`config.mk`:
```
export PLATFORM = sky130hd
export DESIGN_NAME = rv_control_flat
export DESIGN_NICKNAME = d
export VERILOG_FILES = /design/src/hw/rv_pkg.sv /design/src/hw/rv_ifaces.sv /design/src/hw/rv_control.sv /design/src/flat_wrapper.sv
export SDC_FILE = /design/constraint.sdc
export NUM_CORES = 1
export LEC_CHECK = 0
export ABC_AREA = 1
export BUFFER_PORTS_ARGS = -buffer_cell sky130_fd_sc_hd__clkbuf_2
export CORE_AREA = 2 2 215 217
export CTS_CLUSTER_DIAMETER = 120
export DETAILED_ROUTE_END_ITERATION = 10
export DIE_AREA = 0 0 217 219
export SLEW_MARGIN = 5
export SYNTH_ARGS = -nofsm -noshare
export SYNTH_HDL_FRONTEND = slang
export SYNTH_SLANG_ARGS = --single-unit
```
`constraint.sdc`:
```
create_clock -name clk -period 7.8 [get_ports clk]
set_input_delay 0.78 -clock clk [delete_from_list [all_inputs] [get_ports clk]]
set_output_delay 0.78 -clock clk [all_outputs]
set_load 0.01 [all_outputs]
```
`src/hw/rv_pkg.sv`:
```
// Shared widths, RV32I encodings and the stage type of the multi-cycle core
// Memory is 1024 words, so byte addresses above 0xFFC wrap

package rv_pkg;

  localparam int XLEN   = 32;
  localparam int REG_AW = 5;
  localparam int MEM_AW = 10;

  typedef logic [XLEN-1:0]   word_t;
  typedef logic [REG_AW-1:0] reg_idx_t;
  typedef logic [MEM_AW-1:0] mem_addr_t;  // Byte address bits 11:2
  typedef logic [2:0]        funct3_t;

  typedef enum logic [6:0] {
    OP_LOAD   = 7'b0000011,
    OP_STORE  = 7'b0100011,
    OP_LUI    = 7'b0110111,
    OP_AUIPC  = 7'b0010111,
    OP_JAL    = 7'b1101111,
    OP_JALR   = 7'b1100111,
    OP_BRANCH = 7'b1100011,
    OP_IMM    = 7'b0010011,
    OP_REG    = 7'b0110011
  } opcode_t;

  // ALU functions
  localparam funct3_t F3_ADD  = 3'b000;
  localparam funct3_t F3_SL   = 3'b001;
  localparam funct3_t F3_SLT  = 3'b010;
  localparam funct3_t F3_SLTU = 3'b011;
  localparam funct3_t F3_XOR  = 3'b100;
  localparam funct3_t F3_SR   = 3'b101;
  localparam funct3_t F3_OR   = 3'b110;
  localparam funct3_t F3_AND  = 3'b111;

  // Branch conditions
  localparam funct3_t F3_BEQ  = 3'b000;
  localparam funct3_t F3_BNE  = 3'b001;
  localparam funct3_t F3_BLT  = 3'b100;
  localparam funct3_t F3_BGE  = 3'b101;
  localparam funct3_t F3_BLTU = 3'b110;
  localparam funct3_t F3_BGEU = 3'b111;

  localparam funct3_t F3_W    = 3'b010;  // Word load/store

  localparam int SUB_BIT = 30;  // Also selects arithmetic right shift

  typedef enum logic [2:0] {ST_T0, ST_T1, ST_T2, ST_T3, ST_T4} stage_t;

  localparam word_t PC_STEP = 32'd4;

endpackage

```
`src/hw/rv_ifaces.sv`:
```
// Buses between the core blocks; all return paths are combinational
`timescale 1ns/1ns

interface alu_if;
  import rv_pkg::*;
  word_t    a, b, res;
  funct3_t  op;
  logic     sub, arith;
  reg_idx_t shamt;
  logic     eq, ge, geu;
  modport ctl (output a, b, op, sub, arith, shamt, input res, eq, ge, geu);
  modport alu (input a, b, op, sub, arith, shamt, output res, eq, ge, geu);
endinterface

interface rf_if;
  import rv_pkg::*;
  reg_idx_t rs1, rs2, rd;
  logic     we;
  word_t    wdata, rs1_data, rs2_data;
  modport ctl (output rs1, rs2, rd, we, wdata, input rs1_data, rs2_data);
  modport rf (input rs1, rs2, rd, we, wdata, output rs1_data, rs2_data);
endinterface

interface mem_if;
  import rv_pkg::*;
  mem_addr_t raddr, waddr;
  logic      we;
  word_t     wdata, rdata;
  modport ctl (output raddr, waddr, we, wdata, input rdata);
  modport mem (input raddr, waddr, we, wdata, output rdata);
endinterface

interface instr_if;
  import rv_pkg::*;
  word_t    ir;
  opcode_t  opcode;
  funct3_t  funct3;
  reg_idx_t rd, rs1, rs2;
  word_t    imm_i, imm_s, imm_b, imm_u, imm_j;
  modport ctl (output ir, input opcode, funct3, rd, rs1, rs2, imm_i, imm_s, imm_b, imm_u, imm_j);
  modport dec (input ir, output opcode, funct3, rd, rs1, rs2, imm_i, imm_s, imm_b, imm_u, imm_j);
endinterface

```
`src/hw/rv_control.sv`:
```
// Stage FSM of the core; one instruction at a time, T0 fetches from pc
// Only word loads/stores; other funct3 values and unknown opcodes refetch pc
`timescale 1ns/1ns

module rv_control (
  input  logic          clk,
  input  logic          rstn,
  instr_if.ctl          ins,
  alu_if.ctl            alu,
  rf_if.ctl             rf,
  mem_if.ctl            mem,
  output rv_pkg::word_t pc
);
  import rv_pkg::*;

  stage_t stage;
  word_t  target;  // Branch target from T2
  logic   taken;
  word_t  br_next;

  always_comb begin
    case (ins.funct3)
      F3_BEQ:  taken = alu.eq;
      F3_BNE:  taken = !alu.eq;
      F3_BLT:  taken = !alu.ge;
      F3_BGE:  taken = alu.ge;
      F3_BLTU: taken = !alu.geu;
      F3_BGEU: taken = alu.geu;
      default: taken = 1'b0;
    endcase
  end

  assign br_next = taken ? target : rf.wdata;  // wdata holds pc + 4

  always_ff @(posedge clk) begin
    if (rstn) begin
      stage     <= ST_T0;
      ins.ir    <= '0;
      pc        <= '0;
      mem.raddr <= '0;
      mem.we    <= 1'b0;
      rf.we     <= 1'b0;
    end else begin
      case (stage)
        ST_T0: begin
          ins.ir  <= mem.rdata;
          alu.a   <= pc;
          alu.b   <= PC_STEP;
          alu.op  <= F3_ADD;
          alu.sub <= 1'b0;
          rf.we   <= 1'b0;
          mem.we  <= 1'b0;
          stage   <= ST_T1;
        end
        ST_T1: begin
          stage <= ST_T2;
          case (ins.opcode)
            OP_REG, OP_IMM: begin
              rf.rs1 <= ins.rs1;
              rf.rs2 <= ins.rs2;
              pc     <= alu.res;
            end
            OP_LOAD, OP_STORE: begin
              rf.rs1 <= ins.rs1;
              if (ins.funct3 == F3_W) pc <= alu.res;
              else stage <= ST_T0;
            end
            OP_BRANCH: begin
              rf.wdata <= alu.res;
              alu.b    <= ins.imm_b;
              rf.rs1   <= ins.rs1;
              rf.rs2   <= ins.rs2;
            end
            OP_LUI: begin
              rf.we     <= 1'b1;
              rf.rd     <= ins.rd;
              rf.wdata  <= ins.imm_u;
              pc        <= alu.res;
              mem.raddr <= alu.res[MEM_AW+1:2];
              stage     <= ST_T0;
            end
            OP_AUIPC: begin
              pc        <= alu.res;
              mem.raddr <= alu.res[MEM_AW+1:2];
              alu.b     <= ins.imm_u;  // alu.a still holds the old pc
            end
            OP_JAL, OP_JALR: begin
              rf.we    <= 1'b1;
              rf.rd    <= ins.rd;
              rf.wdata <= alu.res;  // Link value
              rf.rs1   <= ins.rs1;
              alu.b    <= ins.imm_j;
            end
            default: stage <= ST_T0;
          endcase
        end
        ST_T2: begin
          stage <= ST_T3;
          case (ins.opcode)
            OP_REG, OP_IMM: begin
              alu.a     <= rf.rs1_data;
              alu.op    <= ins.funct3;
              alu.arith <= ins.ir[SUB_BIT];
              if (ins.opcode == OP_REG) begin
                alu.b     <= rf.rs2_data;
                alu.sub   <= ins.ir[SUB_BIT];
                alu.shamt <= rf.rs2_data[REG_AW-1:0];
              end else begin
                alu.b     <= ins.imm_i;
                alu.shamt <= ins.rs2;
              end
            end
            OP_LOAD, OP_STORE: begin
              alu.a <= rf.rs1_data;
              alu.b <= (ins.opcode == OP_STORE) ? ins.imm_s : ins.imm_i;
            end
            OP_BRANCH: begin
              target <= alu.res;
              alu.a  <= rf.rs1_data;
              alu.b  <= rf.rs2_data;
            end
            OP_AUIPC: begin
              rf.we    <= 1'b1;
              rf.rd    <= ins.rd;
              rf.wdata <= alu.res;
              stage    <= ST_T0;
            end
            OP_JAL: begin
              rf.we     <= 1'b0;
              pc        <= alu.res;
              mem.raddr <= alu.res[MEM_AW+1:2];
              stage     <= ST_T0;
            end
            OP_JALR: begin
              rf.we <= 1'b0;
              alu.a <= rf.rs1_data;  // Read before the link write lands
              alu.b <= ins.imm_i;
            end
            default: stage <= ST_T0;
          endcase
        end
        ST_T3: begin
          stage <= ST_T0;
          case (ins.opcode)
            OP_REG, OP_IMM: begin
              rf.we     <= 1'b1;
              rf.rd     <= ins.rd;
              rf.wdata  <= alu.res;
              mem.raddr <= pc[MEM_AW+1:2];
            end
            OP_LOAD: begin
              mem.raddr <= alu.res[MEM_AW+1:2];
              stage     <= ST_T4;
            end
            OP_STORE: begin
              mem.waddr <= alu.res[MEM_AW+1:2];
              rf.rs2    <= ins.rs2;
              stage     <= ST_T4;
            end
            OP_BRANCH: begin
              pc        <= br_next;
              mem.raddr <= br_next[MEM_AW+1:2];
            end
            OP_JALR: begin
              pc        <= {alu.res[XLEN-1:1], 1'b0};
              mem.raddr <= alu.res[MEM_AW+1:2];
            end
            default: ;
          endcase
        end
        ST_T4: begin
          stage     <= ST_T0;
          mem.raddr <= pc[MEM_AW+1:2];
          if (ins.opcode == OP_LOAD) begin
            rf.we    <= 1'b1;
            rf.rd    <= ins.rd;
            rf.wdata <= mem.rdata;
          end else begin
            mem.we    <= 1'b1;  // Lands during the next T0
            mem.wdata <= rf.rs2_data;
          end
        end
        default: stage <= ST_T0;
      endcase
    end
  end

endmodule

```
`src/flat_wrapper.sv`:
```
// flat-port wrapper written by rule: the top's interface ports become plain ports
module rv_control_flat import rv_pkg::*;
  (clk, rstn, pc, ins_ir, ins_opcode, ins_funct3, ins_rd, ins_rs1, ins_rs2, ins_imm_i, ins_imm_s, ins_imm_b, ins_imm_u, ins_imm_j, alu_a, alu_b, alu_op, alu_sub, alu_arith, alu_shamt, alu_res, alu_eq, alu_ge, alu_geu, rf_rs1, rf_rs2, rf_rd, rf_we, rf_wdata, rf_rs1_data, rf_rs2_data, mem_raddr, mem_waddr, mem_we, mem_wdata, mem_rdata);
  instr_if ins_i ();
  alu_if alu_i ();
  rf_if rf_i ();
  mem_if mem_i ();
  input  logic clk;
  input  logic rstn;
  output rv_pkg::word_t pc;
  output wire logic [$bits(ins_i.ir)-1:0] ins_ir;
  input wire logic [$bits(ins_i.opcode)-1:0] ins_opcode;
  input wire logic [$bits(ins_i.funct3)-1:0] ins_funct3;
  input wire logic [$bits(ins_i.rd)-1:0] ins_rd;
  input wire logic [$bits(ins_i.rs1)-1:0] ins_rs1;
  input wire logic [$bits(ins_i.rs2)-1:0] ins_rs2;
  input wire logic [$bits(ins_i.imm_i)-1:0] ins_imm_i;
  input wire logic [$bits(ins_i.imm_s)-1:0] ins_imm_s;
  input wire logic [$bits(ins_i.imm_b)-1:0] ins_imm_b;
  input wire logic [$bits(ins_i.imm_u)-1:0] ins_imm_u;
  input wire logic [$bits(ins_i.imm_j)-1:0] ins_imm_j;
  output wire logic [$bits(alu_i.a)-1:0] alu_a;
  output wire logic [$bits(alu_i.b)-1:0] alu_b;
  output wire logic [$bits(alu_i.op)-1:0] alu_op;
  output wire logic [$bits(alu_i.sub)-1:0] alu_sub;
  output wire logic [$bits(alu_i.arith)-1:0] alu_arith;
  output wire logic [$bits(alu_i.shamt)-1:0] alu_shamt;
  input wire logic [$bits(alu_i.res)-1:0] alu_res;
  input wire logic [$bits(alu_i.eq)-1:0] alu_eq;
  input wire logic [$bits(alu_i.ge)-1:0] alu_ge;
  input wire logic [$bits(alu_i.geu)-1:0] alu_geu;
  output wire logic [$bits(rf_i.rs1)-1:0] rf_rs1;
  output wire logic [$bits(rf_i.rs2)-1:0] rf_rs2;
  output wire logic [$bits(rf_i.rd)-1:0] rf_rd;
  output wire logic [$bits(rf_i.we)-1:0] rf_we;
  output wire logic [$bits(rf_i.wdata)-1:0] rf_wdata;
  input wire logic [$bits(rf_i.rs1_data)-1:0] rf_rs1_data;
  input wire logic [$bits(rf_i.rs2_data)-1:0] rf_rs2_data;
  output wire logic [$bits(mem_i.raddr)-1:0] mem_raddr;
  output wire logic [$bits(mem_i.waddr)-1:0] mem_waddr;
  output wire logic [$bits(mem_i.we)-1:0] mem_we;
  output wire logic [$bits(mem_i.wdata)-1:0] mem_wdata;
  input wire logic [$bits(mem_i.rdata)-1:0] mem_rdata;
  assign ins_ir = ins_i.ir;
  assign ins_i.opcode = ins_opcode;
  assign ins_i.funct3 = ins_funct3;
  assign ins_i.rd = ins_rd;
  assign ins_i.rs1 = ins_rs1;
  assign ins_i.rs2 = ins_rs2;
  assign ins_i.imm_i = ins_imm_i;
  assign ins_i.imm_s = ins_imm_s;
  assign ins_i.imm_b = ins_imm_b;
  assign ins_i.imm_u = ins_imm_u;
  assign ins_i.imm_j = ins_imm_j;
  assign alu_a = alu_i.a;
  assign alu_b = alu_i.b;
  assign alu_op = alu_i.op;
  assign alu_sub = alu_i.sub;
  assign alu_arith = alu_i.arith;
  assign alu_shamt = alu_i.shamt;
  assign alu_i.res = alu_res;
  assign alu_i.eq = alu_eq;
  assign alu_i.ge = alu_ge;
  assign alu_i.geu = alu_geu;
  assign rf_rs1 = rf_i.rs1;
  assign rf_rs2 = rf_i.rs2;
  assign rf_rd = rf_i.rd;
  assign rf_we = rf_i.we;
  assign rf_wdata = rf_i.wdata;
  assign rf_i.rs1_data = rf_rs1_data;
  assign rf_i.rs2_data = rf_rs2_data;
  assign mem_raddr = mem_i.raddr;
  assign mem_waddr = mem_i.waddr;
  assign mem_we = mem_i.we;
  assign mem_wdata = mem_i.wdata;
  assign mem_i.rdata = mem_rdata;
  rv_control u_core (.clk(clk), .rstn(rstn), .ins(ins_i), .alu(alu_i), .rf(rf_i), .mem(mem_i), .pc(pc));
endmodule
```
==> impl_results.md <==
- Via count: 14700
- Final WL: 64900 µm
- Fraction of layout cells with a size suffix above 1: 28.6%
- Initial antenna violation count: 5
- Register share of total power: 44.4%
- Post-DP HPWL: 49100 µm
- DRT iter0 DRCs: 1335
- Yosys top cell by area: edfxtp_1
- Die height: 219 µm
- Core ar.: 0.0451 mm²
- # rows: 78
- Most frequent cell after synthesis: nand2_1
- Cells along the critical path: clkbuf_2, nand2_1, nor2_1, nand2_1, nand2_1, nor2_1, nor2_4, nand2_2, nand2_1, nand2_1, nor2_1
- Count of pins over their slew limit: 0
- Number of flops mapped to enable cells by yosys: 195
- Final Total Pwr: 0.00376 W
- FMAX: 274 MHz
- Synth area leaders: edfxtp_1, nand2_1, dfxtp_1
- Resize count post-CTS: 0
- Gate power share: 13.1%
- Post-Synthesis Cell Area: 0.0139 mm²
- Clock slew seen by the registers of the worst setup and hold paths: 0.06 ns
- IO buf count: 556
- Post-CTS setup buffer count: 0
- Initial Util: 30.8%
- Final layout net count: 2602
- RD Place Congestion: 0.925
- Mapped Cells: 1773
- CP startpoint kind: input pin
- CTS tree: built
- CTS H-tree lvls: 2
- Switch Pwr: 0.00104 W
- Cell variety after synth: 29
- Async SR Flop Fraction: 0%
- Worst Tran Pin Value: 1.23 ns
- # IOs: 557
- Largest net degree at the start of global routing: 92
- # hold bufs at CTS: 0
- Critical Path Slowest Stage Cell: nand2_1
- Clock sinks: 274
- Critical Path AT: 4.13 ns
- Crit path top cell by count: nand2_1
- CTS max path bufs: 3
- Hold Crit Start: ins_rd[4]
- Critical path launch point: ins_opcode[0]
- Max incr delay on CP: 0.78 ns
- Cell internal pwr: 0.00272 W
- CTS buffer count: 34
- Placed cells: 2848
- Gr ovfl total: 0
- Pleak: 8.58 nW
- Final setup vio count: 0
- Reg2reg path depth: 9
- # DRC: 0
- Slew headroom: 17.2%
- MaxCap Viol Count: 0
- Worst reg2reg path startpoint: u_core.stage[2]
- Die Area: 0.0475 mm²
- Synth Flop Type: edfxtp_1
- Period utilization: 46.8%
- Post-layout min period: 3.65 ns
- Sw Ratio: 27.6%
- Crit Path Class: input pin to flip-flop
- Gr usage total: 26.3%
- Commonest cells post-synth: nand2_1, nor2_1, edfxtp_1, inv_1, o21ai_0
- Peak supply drop: 0.000181 V
- TNS Setup: 0 ns
- Syn Nets: 2091
- Flops & latches, synth: 274
- # fillers: 4686
- Utilization after layout: 40.7%
- Number of global-route vias before repair: 13900
- First-pass GRT wire length: 91600 µm
- Layout area overhead: 32.1%
- Worst Path Required: 8.28 ns
- Min-Delay Path Depth: 1
- Worst setup EP type: flip-flop
- Clock latency at the later pin of the worst-skew pair: 0.57 ns
- Clk root buf: clkbuf_16
- Antenna viol nets, final: 0
- Seq/Total Area, Yosys: 53.5%
- Mean Syn Cell Area: 7.84 µm²
- Highest fanout seen on the critical path: 42
- Die X-Extent: 217 µm
- Synth top area share: 42.1%
- Yosys warning total: 0
- WHS: 0.400 ns
- Fin Clk Skew: 0.0296 ns
- Hold Vio Cnt, Final: 0
- Worst Hold Class: input pin to flip-flop
- Outcome: finished, final reports clean
- RSZ-0062 raised after global routing: no
- Clk pwr share: 42.5%
- Power per cell area: 205 mW/mm²
- Routed len/inst: 22.3 µm
- Final Non-Filler Cells: 2911
- Post-DR vias/cell: 5.05
- DRT Pass-1 Iters: 5
[power groups by stage]
stage	Clock [W]	Combinational [W]	Sequential, W
3_5_place_dp	0	0.000492	0.00170
3_3_place_gp	0	0.000487	0.00170
5_1_grt	0.00167	0.000539	0.00167
6_report	0.00160	0.000492	0.00167
2_1_floorplan	0	0.000189	0.00172
4_1_cts	0.00163	0.000495	0.00167
[cell families after synthesis]
| logic type | synth area share, % |
|---|---|
| buffers and inverters | 7.78 |
| flip-flops | 53.5 |
| AO/OA/AOI/OAI | 12.0 |
| AND/OR/NAND/NOR | 26.7 |
| XOR/XNOR | 0.0630 |
[path summary, 6_finish.rpt]
path	endpoint	slack (ns)
worst min register to register	u_core.mem.we	0.47
worst min-delay path	u_core.rf.rd[4]	0.40
worst max register to register	u_core.pc[5]	4.37
worst max-delay path	u_core.pc[5]	4.15
[state kept, by name, summed over array words and instances (netlist names)]
name and cells:
u_core.mem.wdata 32, u_core.alu.a 32, u_core.stage 3, u_core.rf.rd 5, u_core.rf.rs1 5, u_core.alu.b 32, u_core.target 32, u_core.ins.ir 32
u_core.mem.raddr 10, u_core.alu.sub 1, u_core.rf.we 1, u_core.pc 32, u_core.mem.waddr 10, u_core.mem.we 1, u_core.alu.arith 1, u_core.rf.wdata 32
u_core.alu.shamt 5, u_core.alu.op 3, u_core.rf.rs2 5
[placed cells by master, fill, tap and decap left out, types with 19 or more instances in the layout]
cell type / count
edfxtp_1: 195
o22ai_1: 19
o21ai_1: 24
clkbuf_16: 35
inv_1: 164
clkbuf_2: 556
o21ai_0: 145
dfxtp_1: 79
nor2_1: 227
a21oi_1: 40
nand3_1: 121
o211ai_1: 44
nand2_1: 550
[worst max-delay path, delay by kind of cell]
family	cells	cell delay [ns]
buffers and inverters	1	0.10
and+or+nand+nor	10	3.17
[area by class of cell]
type                    count  area (µm²)  share of cell area [%]
flip-flops and latches    274        7440                    40.5
well taps                 600         751                    4.09
inverters                 178         668                    3.64
repair buffers            573        2910                    15.9
diodes                      2        5.00                  0.0273
clock buffers              45         933                    5.08
multi-input cells        1223        5490                    29.9
clock inverters            16         166                   0.906
[routing by layer]
metal / global-route usage (%) / share of wire (%) / up-vias
met5: 0 / 0.035 / -
met4: 10.8 / 3.8 / 4
met3: 5.77 / 8.5 / 122
met2: 44.7 / 48 / 769
met1: 32.1 / 40 / 6944
li1: - / - / 6856
[metrics by stage]
| step | setup slack [ns] | cell area [µm²] |
|---|---|---|
| after floorplan | 3.64 | 13900 |
| after global placement | 3.75 | 17200 |
| after detailed placement | 3.65 | 17200 |
| after CTS | 4.23 | 18300 |
| after global routing | 3.94 | 18400 |
| final | 4.15 | 18400 |
Power figures use the tool's default switching activity.
