[config.mk]
export PLATFORM = sky130hd
export DESIGN_NAME = rv_alu_flat
export DESIGN_NICKNAME = d
export VERILOG_FILES = /design/src/hw/rv_pkg.sv /design/src/hw/rv_ifaces.sv /design/src/hw/rv_alu.sv /design/src/flat_wrapper.sv
export SDC_FILE = /design/constraint.sdc
export NUM_CORES = 1
export LEC_CHECK = 0
export BUFFER_PORTS_ARGS = -buffer_cell sky130_fd_sc_hd__buf_2
export CAP_MARGIN = 20
export CORE_MARGIN = 4
export CORE_UTILIZATION = 35
export DETAILED_ROUTE_END_ITERATION = 12
export GPL_TIMING_DRIVEN = 0
export PLACE_DENSITY = 0.5
export RECOVER_POWER = 50
export SETUP_SLACK_MARGIN = 0.5
export SYNTH_ARGS = -nofsm -noshare
export SYNTH_HDL_FRONTEND = slang
export SYNTH_SLANG_ARGS = --single-unit
[constraint.sdc]
create_clock -name vclk -period 18.46
set_input_delay 0.923 -clock vclk [all_inputs]
set_output_delay 0.923 -clock vclk [all_outputs]
set_load 0.005 [all_outputs]
[src/hw/rv_pkg.sv]
// Shared widths, RV32I encodings and the stage type of the multi-cycle core
// Memory is 1024 words, so byte addresses above 0xFFC wrap

package rv_pkg;

  localparam int XLEN   = 32;
  localparam int REG_AW = 5;
  localparam int MEM_AW = 10;

  typedef logic [XLEN-1:0]   word_t;
  typedef logic [REG_AW-1:0] reg_idx_t;
  typedef logic [MEM_AW-1:0] mem_addr_t;  // Byte address bits 11:2
  typedef logic [2:0]        funct3_t;

  typedef enum logic [6:0] {
    OP_LOAD   = 7'b0000011,
    OP_STORE  = 7'b0100011,
    OP_LUI    = 7'b0110111,
    OP_AUIPC  = 7'b0010111,
    OP_JAL    = 7'b1101111,
    OP_JALR   = 7'b1100111,
    OP_BRANCH = 7'b1100011,
    OP_IMM    = 7'b0010011,
    OP_REG    = 7'b0110011
  } opcode_t;

  // ALU functions
  localparam funct3_t F3_ADD  = 3'b000;
  localparam funct3_t F3_SL   = 3'b001;
  localparam funct3_t F3_SLT  = 3'b010;
  localparam funct3_t F3_SLTU = 3'b011;
  localparam funct3_t F3_XOR  = 3'b100;
  localparam funct3_t F3_SR   = 3'b101;
  localparam funct3_t F3_OR   = 3'b110;
  localparam funct3_t F3_AND  = 3'b111;

  // Branch conditions
  localparam funct3_t F3_BEQ  = 3'b000;
  localparam funct3_t F3_BNE  = 3'b001;
  localparam funct3_t F3_BLT  = 3'b100;
  localparam funct3_t F3_BGE  = 3'b101;
  localparam funct3_t F3_BLTU = 3'b110;
  localparam funct3_t F3_BGEU = 3'b111;

  localparam funct3_t F3_W    = 3'b010;  // Word load/store

  localparam int SUB_BIT = 30;  // Also selects arithmetic right shift

  typedef enum logic [2:0] {ST_T0, ST_T1, ST_T2, ST_T3, ST_T4} stage_t;

  localparam word_t PC_STEP = 32'd4;

endpackage

[src/hw/rv_ifaces.sv]
// Buses between the core blocks; all return paths are combinational
`timescale 1ns/1ns

interface alu_if;
  import rv_pkg::*;
  word_t    a, b, res;
  funct3_t  op;
  logic     sub, arith;
  reg_idx_t shamt;
  logic     eq, ge, geu;
  modport ctl (output a, b, op, sub, arith, shamt, input res, eq, ge, geu);
  modport alu (input a, b, op, sub, arith, shamt, output res, eq, ge, geu);
endinterface


[src/hw/rv_alu.sv]
// Combinational ALU; sub only affects the adder
// Compare flags always look at a and b, whatever op is
`timescale 1ns/1ns

module rv_alu (
  alu_if.alu bus
);
  import rv_pkg::*;

  word_t b_in;
  word_t sum;
  word_t carry;  // Carry into each bit

  assign b_in = bus.sub ? ~bus.b : bus.b;
  assign carry[0] = bus.sub;  // +1 completes the two's complement

  for (genvar i = 0; i < XLEN; i++) begin : g_rca
    assign sum[i] = bus.a[i] ^ b_in[i] ^ carry[i];
    if (i < XLEN - 1) begin : g_carry
      assign carry[i+1] = (bus.a[i] & b_in[i]) | ((bus.a[i] ^ b_in[i]) & carry[i]);
    end
  end

  assign bus.eq  = bus.a == bus.b;
  assign bus.ge  = $signed(bus.a) >= $signed(bus.b);
  assign bus.geu = bus.a >= bus.b;

  always_comb begin
    case (bus.op)
      F3_ADD:  bus.res = sum;
      F3_SL:   bus.res = bus.a << bus.shamt;
      F3_SLT:  bus.res = {{(XLEN-1){1'b0}}, ~bus.ge};
      F3_SLTU: bus.res = {{(XLEN-1){1'b0}}, ~bus.geu};
      F3_XOR:  bus.res = bus.a ^ bus.b;
      F3_SR: begin
        if (bus.arith) bus.res = $signed(bus.a) >>> bus.shamt;
        else bus.res = bus.a >> bus.shamt;
      end
      F3_OR:   bus.res = bus.a | bus.b;
      F3_AND:  bus.res = bus.a & bus.b;
      default: bus.res = sum;
    endcase
  end

endmodule

[src/flat_wrapper.sv]
// flat-port wrapper written by rule: the top's interface ports become plain ports
module rv_alu_flat import rv_pkg::*;
  (bus_a, bus_b, bus_op, bus_sub, bus_arith, bus_shamt, bus_res, bus_eq, bus_ge, bus_geu);
  alu_if bus_i ();
  input wire logic [$bits(bus_i.a)-1:0] bus_a;
  input wire logic [$bits(bus_i.b)-1:0] bus_b;
  input wire logic [$bits(bus_i.op)-1:0] bus_op;
  input wire logic [$bits(bus_i.sub)-1:0] bus_sub;
  input wire logic [$bits(bus_i.arith)-1:0] bus_arith;
  input wire logic [$bits(bus_i.shamt)-1:0] bus_shamt;
  output wire logic [$bits(bus_i.res)-1:0] bus_res;
  output wire logic [$bits(bus_i.eq)-1:0] bus_eq;
  output wire logic [$bits(bus_i.ge)-1:0] bus_ge;
  output wire logic [$bits(bus_i.geu)-1:0] bus_geu;
  assign bus_i.a = bus_a;
  assign bus_i.b = bus_b;
  assign bus_i.op = bus_op;
  assign bus_i.sub = bus_sub;
  assign bus_i.arith = bus_arith;
  assign bus_i.shamt = bus_shamt;
  assign bus_res = bus_i.res;
  assign bus_eq = bus_i.eq;
  assign bus_ge = bus_i.ge;
  assign bus_geu = bus_i.geu;
  rv_alu u_core (.bus(bus_i));
endmodule
==> results, run 1 <==
- The share of total power in combinational logic is 1.000.
- VDD sags by at most 0.0142 mV.
- The final layout contains approximately 1200 nets.
- Of the synthesized area, sequential elements account for 0.
- The clock buffers instantiated in the layout total 0.
- The switching part of the total power is 0.610.
- Setup repair after global routing left no endpoint under its margin.
- The core outline area is 21200 sq um.
- In the global route stage, overall resource usage came out at 0.305.
- The area of combinational cells with multiple inputs is between 6000 and 7000 sq um.
- The detail route stage leaves a number of antenna-violating nets equal to 0.
- For this block, wires on met1 add up to roughly 16000 um.
- The placer congestion estimate is 1.06.
- In this run the tightest slew margin relative to its limit is 0.311.
- The launching element of the worst setup path is bus_sub.
- The layout filler cell count is 2263.
- The total of endpoints with negative setup slack in the final report is 0.
- The total area of sequential cells is 0 sq um.
- approximately 110 I/O pins were placed.
- The highest attainable clock frequency is 0.0624 GHz.
- The slowest stage of the critical path is the sky130_fd_sc_hd__clkbuf_1 cell.
- STA classifies the critical path endpoint as an output port.
- The proportion of power drawn by the clock network is 0.
- The unique cell type count in the Yosys netlist is 62.
- The effective utilization at floorplan is 0.359.
- The summed instance area of the synthesized netlist is approximately 7600 sq um.
- The sequential cell count is 0.
- Global routing finished with a remaining overflow of 0.
- The net switching component of the power is 163 uW.
- Buffers placed on the I/O ports in this run total ~100.
- The routed length on met2 is 17200 um.
- The number of warnings issued by yosys is 0.
- Detailed routing inserted a total of 8345 vias.
- Before CTS, the worst setup slack after placement is about 2300 ps.
- The flow ran to the end, and the final reports show no timing, DRC or antenna violations.
- The per-cell routed wire length is 30.1 um.
- The post-detailed-placement half-perimeter wirelength is between 30000 and 40000 um.
- The completed layout was analyzed and its total power is ~270 uW.
- Summed over all nets, wire length on met3 after detailed routing comes to 3090 um.
- The library cell used most frequently in the layout, excluding fill and tap cells, is sky130_fd_sc_hd__buf_2.
- The via count of the first global-routing pass is 8027.
- In the finished design, the share of the clock period the worst path needs comes to 0.868.
- Counting stages on the worst path, the most repeated cell is sky130_fd_sc_hd__fa_1.
- After detailed routing, the number of vias per cell comes to 6.61.
- The repair_antennas step left the layout with diodes totalling 0.
- In this design, the stage delay of the slowest critical-path cell is 630 ps.
- The smallest setup slack after layout is 2440 ps.
- The sequential share of power is 0.
- Of all nets on the critical path, the largest fanout is 10.
- After routing, the total negative slack on setup checks comes to 0 ps.
- The internal power of the cells totals between 100 and 150 uW.
- The layout cell share with drive strength beyond 1 is 0.205.
- The class of the tightest hold or removal check is primary input to output port.
- Summed over all cells, the static leakage comes to 0.00359 uW.
- The arrival time reported for the critical path endpoint is 15100 ps.
- The worst setup path is launched from a primary input.
- The top cell types in the final layout, fill and taps aside, are sky130_fd_sc_hd__buf_2 (101), sky130_fd_sc_hd__ha_1 (96), sky130_fd_sc_hd__nor2_1 (83).
- Relative to the synthesized area, the layout overhead comes to 11.2%.
- The category of the most critical setup path is primary input to output port.
- The number of max-cap violations is 0.
- The detailed router used layers up to and including met5.
- For this run, the detailed router's first-pass iteration total came to 5.
- The power density over the cells is 31.6 nW/um^2.
- The first routing iteration left 898 violations.
- Summed over all layers, the routed wires come to 38000 um.
- Data on the critical path is required at its endpoint by ~18000 ps.
- The worst hold path passes through 5 cells.
- The total count of max-transition violations in the final report is 0.
- The launch point of the worst hold path is bus_b[2].
- The final-report hold violation count is 0.
- The width of the die is 155 um.
- The die is roughly 160 um tall.
- The mean area per synthesized cell is 8.60 sq um.
- The global-route wire length before repair is 55300 um.
- The net count after synthesis is 1083.
- The number of antenna violations at the first check in global routing is 1.
- The slew of the pin with the lowest slew margin is about 1000 ps.
- The die footprint is 24100 sq um.
- The number of hold buffers added after CTS is 0.
- The final critical delay including setup and external delays is 16020 ps.
- Synthesis produced 883 cells.
- The total DRC errors in the routed layout is 0.
- The initialized floorplan defines 53 standard-cell rows.
- The number of buffers inserted to repair setup after CTS is 0.
- Gates resized during post-CTS repair numbered 0.
- Entering global routing, the biggest net connects 13 pins.
[through the flow]
step | std cells | cell area, sq um | hold WS [ps] | utilization
final | 1263 | 8440 | 2410 | 0.399
after global routing | 1263 | 8440 | 2450 | 0.399
after CTS | 1263 | 8460 | 2410 | 0.400
after detailed placement | 1263 | 8460 | 2410 | 0.400
after global placement | 1262 | 8450 | 2410 | 0.400
after floorplan | 883 | 7590 | 2100 | -
[final cells by class]
type                       count  share of cell area
multi-input combinational    733               0.823
timing repair buffer         105              0.0602
buffer                        71              0.0409
tap                          275              0.0408
inverter                      79              0.0351
[critical path, delay by kind of cell]
kind | cells | cell delay (ps)
muxes | 1 | 210
AOI/OAI and AO/OA | 2 | 290
buffers and inverters | 3 | 1140
adders and majority gates | 30 | 12220
xor gates and xnor gates | 2 | 300
[worst paths after layout]
path  slack [ps]          end
max         2440  bus_res[31]
min         2410   bus_res[2]
[power groups by stage]
stage	Combinational [uW]	Clock [uW]	Sequential, uW
floorplan	156	0	0
global placement	261	0	0
detailed placement	260	0	0
CTS	262	0	0
global route	283	0	0
finish	266	0	0
[logic make-up (layout without fill, tap and decap cells)]
| group | count (synthesis) | after routing | share of synthesized area |
|---|---|---|---|
| mux | 135 | 135 | 0.320 |
| xor+xnor | 33 | 33 | 0.0381 |
| buf+inv | 150 | 255 | 0.0847 |
| simple gates | 187 | 187 | 0.109 |
| fa+ha+maj | 126 | 126 | 0.237 |
| compound gates | 252 | 252 | 0.210 |
[cells in the mapped netlist (3+ instances only)]
cell type,n,share of area
sky130_fd_sc_hd__or3_1,4,0.0033
sky130_fd_sc_hd__clkbuf_1,40,0.020
sky130_fd_sc_hd__nor2_1,83,0.041
sky130_fd_sc_hd__mux4_1,15,0.052
sky130_fd_sc_hd__and3_1,4,0.0033
sky130_fd_sc_hd__o21ai_0,77,0.051
sky130_fd_sc_hd__mux4_2,65,0.19
sky130_fd_sc_hd__a32oi_1,6,0.0069
sky130_fd_sc_hd__nor3_1,8,0.0053
sky130_fd_sc_hd__ha_1,96,0.16
sky130_fd_sc_hd__mux2i_1,36,0.047
sky130_fd_sc_hd__a22oi_1,7,0.0069
sky130_fd_sc_hd__xnor2_1,31,0.036
sky130_fd_sc_hd__buf_6,4,0.0059
sky130_fd_sc_hd__and2_1,3,0.0025
sky130_fd_sc_hd__a221oi_1,9,0.010
sky130_fd_sc_hd__a21boi_0,5,0.0049
sky130_fd_sc_hd__o22ai_1,8,0.0066
sky130_fd_sc_hd__buf_2,12,0.0079
sky130_fd_sc_hd__a31oi_1,8,0.0066
sky130_fd_sc_hd__nor2b_1,6,0.0049
sky130_fd_sc_hd__o221ai_1,7,0.0081
sky130_fd_sc_hd__o21bai_1,5,0.0049
sky130_fd_sc_hd__nand4_1,4,0.0033
sky130_fd_sc_hd__a21oi_1,66,0.044
sky130_fd_sc_hd__o211ai_1,11,0.011
sky130_fd_sc_hd__buf_4,5,0.0049
sky130_fd_sc_hd__nand2_1,47,0.023
sky130_fd_sc_hd__a21o_1,3,0.0030
sky130_fd_sc_hd__o32ai_1,4,0.0046
sky130_fd_sc_hd__nand3_1,10,0.0066
sky130_fd_sc_hd__a211oi_1,13,0.013
sky130_fd_sc_hd__buf_1,9,0.0045
sky130_fd_sc_hd__nor4_1,6,0.0049
sky130_fd_sc_hd__a2bb2oi_1,3,0.0035
sky130_fd_sc_hd__mux2_2,19,0.028
sky130_fd_sc_hd__nand2b_1,5,0.0041
sky130_fd_sc_hd__inv_1,76,0.038
sky130_fd_sc_hd__fa_1,30,0.079
[metal layers]
layer	GRT usage	vias to the layer above
met1	0.435	4159
li1	-	3523
met2	0.489	563
met4	0.0988	2
met5	0	-
met3	0.0300	98
Note: power is estimated with default switching activity, not from simulation.
==> run 2: changes to the inputs <==
--- a/config.mk
+++ b/config.mk
@@ -8,10 +8,10 @@
 export BUFFER_PORTS_ARGS = -buffer_cell sky130_fd_sc_hd__buf_2
 export CAP_MARGIN = 20
 export CORE_MARGIN = 4
-export CORE_UTILIZATION = 35
+export CORE_UTILIZATION = 50
 export DETAILED_ROUTE_END_ITERATION = 12
 export GPL_TIMING_DRIVEN = 0
-export PLACE_DENSITY = 0.5
+export PLACE_DENSITY = 0.68
 export RECOVER_POWER = 50
 export SETUP_SLACK_MARGIN = 0.5
 export SYNTH_ARGS = -nofsm -noshare
==> constraint.sdc (replaced) <==
create_clock -name vclk -period 15.05
set_input_delay 0.7525 -clock vclk [all_inputs]
set_output_delay 0.7525 -clock vclk [all_outputs]
set_load 0.005 [all_outputs]
==> run 2 against run 1 <==
  * Final area fell by 0.93%
  * Critical path depth did not move
  * Non-clock buffer count fell by 1
  * Wire length fell by 4.8%
  * Final cell count fell by 7.2%
  * Setup slack got worse by 1900 ps
  * Global-route usage rose by 9.7 points
  * Via count rose by 2.9%
  * Sequential share of layout area did not move
==> results, run 2 (synthesis results as in run 1) <==
- The width of the die is 131 um (-15%).
- The total area of sequential cells is 0 sq um (unchanged).
- The residual antenna-violating net count after detailed routing came to 0 (unchanged).
- The count of clock buffers in the final design is 0 (unchanged).
- The standard-cell row count is 44 (-17%).
- The smallest clock period supported by the final layout is computed as 14550 ps.
- The first-pass iteration count of the detailed router came to 6 (+1).
- The max-slew headroom at the worst pin is 0.228 (-0.0825).
- The arrival time reported for the critical path endpoint is 13800 ps (-1300 ps).
- The total count of max-transition violations in the final report is 0 (unchanged).
- The number of max-cap violations was 0 (unchanged).
- The path with the worst hold slack has its endpoint at bus_res[3].
- The total DRC errors in the routed layout is 0 (unchanged).
- The post-layout utilization of the core is 0.569 (+0.170).
- The total of endpoints with negative setup slack in the final report is 0 (unchanged).
- The die footprint is 17200 sq um (-29%).
- The slowest stage of the critical path is the sky130_fd_sc_hd__fa_1 cell.
- The via count of the first global-routing pass is 8330 (+3.8%).
- The global-route wire length before repair came to 53300 um (-3.6%).
- The post-detailed-placement half-perimeter wirelength is 29300 um (-5.0%).
- The class of the tightest hold or removal check is primary input to output port.
- The launch point of the worst hold path is bus_b[3].
- The number of buffers inserted to repair setup after CTS is 0 (unchanged).
- The count of input and output buffers came to 104 (unchanged).
- The worst setup slack before clock tree synthesis is -554 ps (-2890 ps).
- The average via count per standard cell is 7.32 (+11%).
- The number of hold buffers added after CTS is 0 (unchanged).
- The effective utilization at floorplan is 0.516 (+0.158).
- The net count reported at finish is 1189 (-0.084%).
- The final-report hold violation count is 0 (unchanged).
- The placer congestion estimate is 1.05 (-0.58%).
- The initial detailed-routing violation count is 1250 (+39%).
- The layout cell share with drive strength beyond 1 is 0.221 (+0.0154).
- By instance count, the cell type seen most on the critical path is sky130_fd_sc_hd__fa_1.
- The area growth from synthesis to layout is 10.2%.
- Dividing the final minimum period by the clock period gives 0.967.
- The critical path in this run is classified as primary input to output port.
- The number of primary I/O pins is 109 (unchanged).
- The global route total overflow is 0 (unchanged).
- The sequential cell count is 0 (unchanged).
- The highest cell delay on the worst timing path is 430 ps (-200 ps).
- Leaving out fill and tap cells, the most frequent cell in the layout is sky130_fd_sc_hd__buf_2.
- The sum of buffers and inverters on the critical path came to 3 (unchanged).
- The total via count after detailed routing is 8584 (+2.9%).
- STA classifies the critical path endpoint as an output port.
- The flow ran to the end, and the final reports show no timing, DRC or antenna violations.
- The critical path depth in cells came to 38 (unchanged).
- STA classifies the critical path startpoint as a primary input.
- The smallest setup slack after layout is 496 ps (-1940 ps).
- The number of antenna violations at the first check in global routing is 1 (unchanged).
- The slew of the pin with the lowest slew margin is 1140 ps (+118 ps).
- The critical path data required time came to 14300 ps (-3240 ps).
- Setup repair after global routing left no endpoint under its margin.
- Leaving out fill and tap cells, the most frequent cells in the layout are sky130_fd_sc_hd__buf_2 (104), sky130_fd_sc_hd__ha_1 (96), sky130_fd_sc_hd__nor2_1 (83).
- The count of cells along the worst hold path is 5 (unchanged).
- The final hold slack is 2080 ps (-324 ps).
- The per-cell routed wire length was 30.9 um (+2.5%).
- The maximum number of pins on one net before global-route repair is 13 (unchanged).
- The layout filler cell count is 1424 (-37%).
- The highest attainable clock frequency is 0.0687 GHz.
- The core outline area came to 14700 sq um (-31%).
- The family with the most delay on the worst path is adder cells.
- The total detailed-routing wirelength came to 36200 um (-4.8%).
- The maximum fanout along the worst path is 10 (unchanged).
- The vertical die dimension was 131 um (-15%).
- The total routing usage reported by global routing came to 0.402 (+0.0966).
- The area of combinational cells with multiple inputs is 6980 sq um (+0.43%).
[run 2: changes by cell type in the layout (fill, tap and decap cells not counted), sizes merged]
cell    previous run  this run
buf              119       121
clkbuf            57        54
diode              0         1
[run 2: how the worst max path moves through the flow]
stage | start | end | slack [ps]
floorplan | bus_sub | bus_res[31] | 750
global placement | bus_sub | bus_res[31] | -380
detailed placement | bus_sub | bus_res[31] | -550
CTS | bus_sub | bus_res[31] | 540
global route | bus_sub | bus_res[31] | 290
finish | bus_sub | bus_res[31] | 500
[run 2: what timing repair did]
| action | 4_1_cts | 5_1_grt |
|---|---|---|
| resized for setup | 13 | 6 |
| setup endpoints to repair | 3 | 1 |
| cloned | 0 | 0 |
| pin swaps | 1 | 0 |
[run 2: per-layer routing]
layer	track usage	routed length (um)
met5	0	13
met4	0.171	2150
met3	0.0841	4760
met2	0.636	16000
met1	0.538	13300
[run 2: metrics by stage]
step,instance area [sq um],TNS (ps),std cells
2_1_floorplan,7590,0,883
3_3_place_gp,8340,-457,1171
3_5_place_dp,8340,-771,1171
4_1_cts,8380,0,1171
5_1_grt,8360,0,1171
6_report,8360,0,1172
[run 2: final cells by class]
class / count / area share
timing repair buffer: 104 / 0.0611
inverter: 79 / 0.0355
buffer: 71 / 0.0413
multi-input combinational: 733 / 0.834
tap: 184 / 0.0275
antenna: 1 / 0.000299
[run 2: tightest hold or removal path, cell delays in order]
cell	delay (ps)
sky130_fd_sc_hd__buf_2	110
sky130_fd_sc_hd__xnor2_1	140
sky130_fd_sc_hd__fa_1	160
sky130_fd_sc_hd__a21oi_1	60
sky130_fd_sc_hd__clkbuf_2	110
==> run 3: changes to the inputs <==
--- a/config.mk
+++ b/config.mk
@@ -10,7 +10,6 @@
 export CORE_MARGIN = 4
 export CORE_UTILIZATION = 50
 export DETAILED_ROUTE_END_ITERATION = 12
-export GPL_TIMING_DRIVEN = 0
 export PLACE_DENSITY = 0.68
 export RECOVER_POWER = 50
 export SETUP_SLACK_MARGIN = 0.5
==> run 3 against run 2 <==
  * The run now ends with capacitance limit, slew limit left
  * Hold slack lost 57 ps
  * Core utilization shrank 1.8 points
  * Via count shrank 8.9%
  * Die area is the same
  * Non-clock buffer count shrank 55
  * Wire length shrank 19%
  * Setup slack gained 410 ps
  * Global-route usage shrank 7.7 points
  * Clock-buffer cell count is the same
  * First-iteration DRC count shrank 18%
  * Critical path depth shrank 1
  * Final area shrank 3.2%
  * Critical path type unchanged
==> results, run 3 (synthesis results as in run 1) <==
- The run finished, with violations left.
- The final reports fail on capacitance limit, slew limit.
- The library cell used most frequently in the layout, excluding fill and tap cells, is sky130_fd_sc_hd__ha_1.
- The number of max-cap violations is 1 (+1).
- The count of input and output buffers is 109 (+4.8%).
- The total routing usage reported by global routing is 0.325 (-0.0768).
- The total detailed-routing wirelength is 29300 um (-19%).
- The number of buffers inserted to repair setup after CTS is 0 (unchanged).
- The first-pass iteration count of the detailed router was 7 (+1).
- The count of instances resized after the clock tree is built was 0 (-13).
- The highest ir drop seen on vdd is 0.0227 mV.
- The global-route wire length before repair was 44900 um (-16%).
- Setup repair after global routing left no endpoint under its margin.
- The per-cell routed wire length was 26.3 um (-15%).
- The residual antenna-violating net count after detailed routing is 0 (unchanged).
- The total DRC errors in the routed layout is 0 (unchanged).
- The count of clock buffers in the final design is 0 (unchanged).
- The final instance count without filler cells came to 1116 (-4.8%).
- The initial detailed-routing violation count is 1030 (-18%).
- The critical path's most frequent cell is sky130_fd_sc_hd__fa_1.
- The routed length on met2 is 13500 um (-16%).
- The total area of sequential cells was 0 sq um (unchanged).
- The global route total overflow was 0 (unchanged).
- The total count of max-transition violations in the final report is 58 (+58).
- The maximum number of pins on one net before global-route repair was 76 (+63).
- The final critical delay including setup and external delays is 14140 ps (-413 ps).
- The final sum of negative setup slack came to 0 ps (unchanged).
- The worst setup path is of the primary input to output port kind.
- The width of the die is 131 um (unchanged).
- The top cell types in the final layout, fill and taps aside, are sky130_fd_sc_hd__ha_1 (96), sky130_fd_sc_hd__buf_2 (93), sky130_fd_sc_hd__nor2_1 (82).
- The max-slew headroom at the worst pin is -1.05 (-1.28).
- After detailed routing, no signal wire sits above met4.
- The layout filler cell count is 1407 (-1.2%).
- The die footprint is 17200 sq um (unchanged).
- The layout cell share with drive strength beyond 1 was 0.218 (-0.00306).
- The final-report hold violation count is 0 (unchanged).
- The placer congestion estimate is 1.03 (-2.0%).
- The maximum fanout along the worst path is 9 (-1).
- The cell area after layout was 8100 sq um (-3.2%).
- STA classifies the critical path endpoint as an output port.
- The slew of the pin with the lowest slew margin is 3080 ps (+1940 ps).
- The highest attainable clock frequency is 0.0707 GHz (+2.9%).
- The wire length on met1 came to 11700 um (-11%).
- The post-layout utilization of the core is 0.551 (-0.0180).
- The diode insertion count for antenna repair is 0 (-1).
- The core outline area is 14700 sq um (unchanged).
- The area added between synthesis and finish is 6.69%.
- The net count reported at finish is 1134 (-4.6%).
- The post-detailed-placement half-perimeter wirelength is 22200 um (-24%).
- The average via count per standard cell is 7.01 (-4.3%).
- The number of antenna violations at the first check in global routing is 0 (-1).
- The number of hold buffers added after CTS is 0 (unchanged).
- The standard-cell row count is 44 (unchanged).
- The total via count after detailed routing is 7820 (-8.9%).
- The power density over the cells is about 37 nW/um^2.
- The sequential cell count is 0 (unchanged).
- The slowest stage of the critical path is the sky130_fd_sc_hd__fa_1 cell.
- The via count of the first global-routing pass is 7284 (-13%).
- The leakage power total is 0.00350 uW.
- The worst setup path is launched from a primary input.
- The sum of met3 wire segment lengths after detailed routing came to 2680 um (-44%).
- The vertical die dimension is 131 um (unchanged).
- The effective utilization at floorplan is 0.516 (unchanged).
- The total cell area at the placement stage is 8110 sq um (-2.8%).
- The total of endpoints with negative setup slack in the final report is 0 (unchanged).
- The number of placed instances with taps included was 1116 (-4.7%).
- The critical path data required time is 14300 ps (about the same).
- The final worst-path cycle share is 0.940 (-0.0274).
- The total power consumption of the routed design is 302 uW.
- The class of the tightest hold or removal check is primary input to output port.
- The arrival time reported for the critical path endpoint came to 13390 ps (-410 ps).
- The number of primary I/O pins is 109 (unchanged).
- The highest cell delay on the worst timing path is 420 ps (about the same).
[run 3: cell type report]
cell class         count  area (sq um)  area share
inverters             79           297      0.0366
repair buffers       120           617      0.0762
well taps            184           230      0.0284
multi-input cells    733          6950       0.859
[run 3: path summary, 6_finish.rpt]
path,from,end,slack [ps],cells after the start
min,bus_op[1],bus_res[0],2030,4
max,bus_a[1],bus_res[31],910,37
[run 3: report_power, final]
part           switching (uW)  total [uW]  internal, uW  leakage (uW)
sequential                  0           0             0             0
clock                       0           0             0             0
combinational             177         302           125       0.00350
total                     177         302           125       0.00350
[run 3: worst max-delay path, delay by kind of cell]
kind                     cells  cell delay [ps]
AO/OA/AOI/OAI                2              270
adder cells (fa/ha/maj)     30            11620
buffers and inverters        3              420
XOR/XNOR                     2              290
[run 3: routing by layer]
| metal | track usage | up-vias |
|---|---|---|
| met5 | 0 | - |
| met4 | 0.116 | 0 |
| met3 | 0.0401 | 88 |
| met2 | 0.526 | 485 |
| met1 | 0.453 | 3850 |
| li1 | - | 3397 |
[run 3: per-stage QoR]
stage          worst slack (ps)  hold WS [ps]
2_1_floorplan               750          1760
3_3_place_gp                770          2030
3_5_place_dp                525          2020
4_1_cts                     524          2020
5_1_grt                     523          2050
6_report                    909          2030
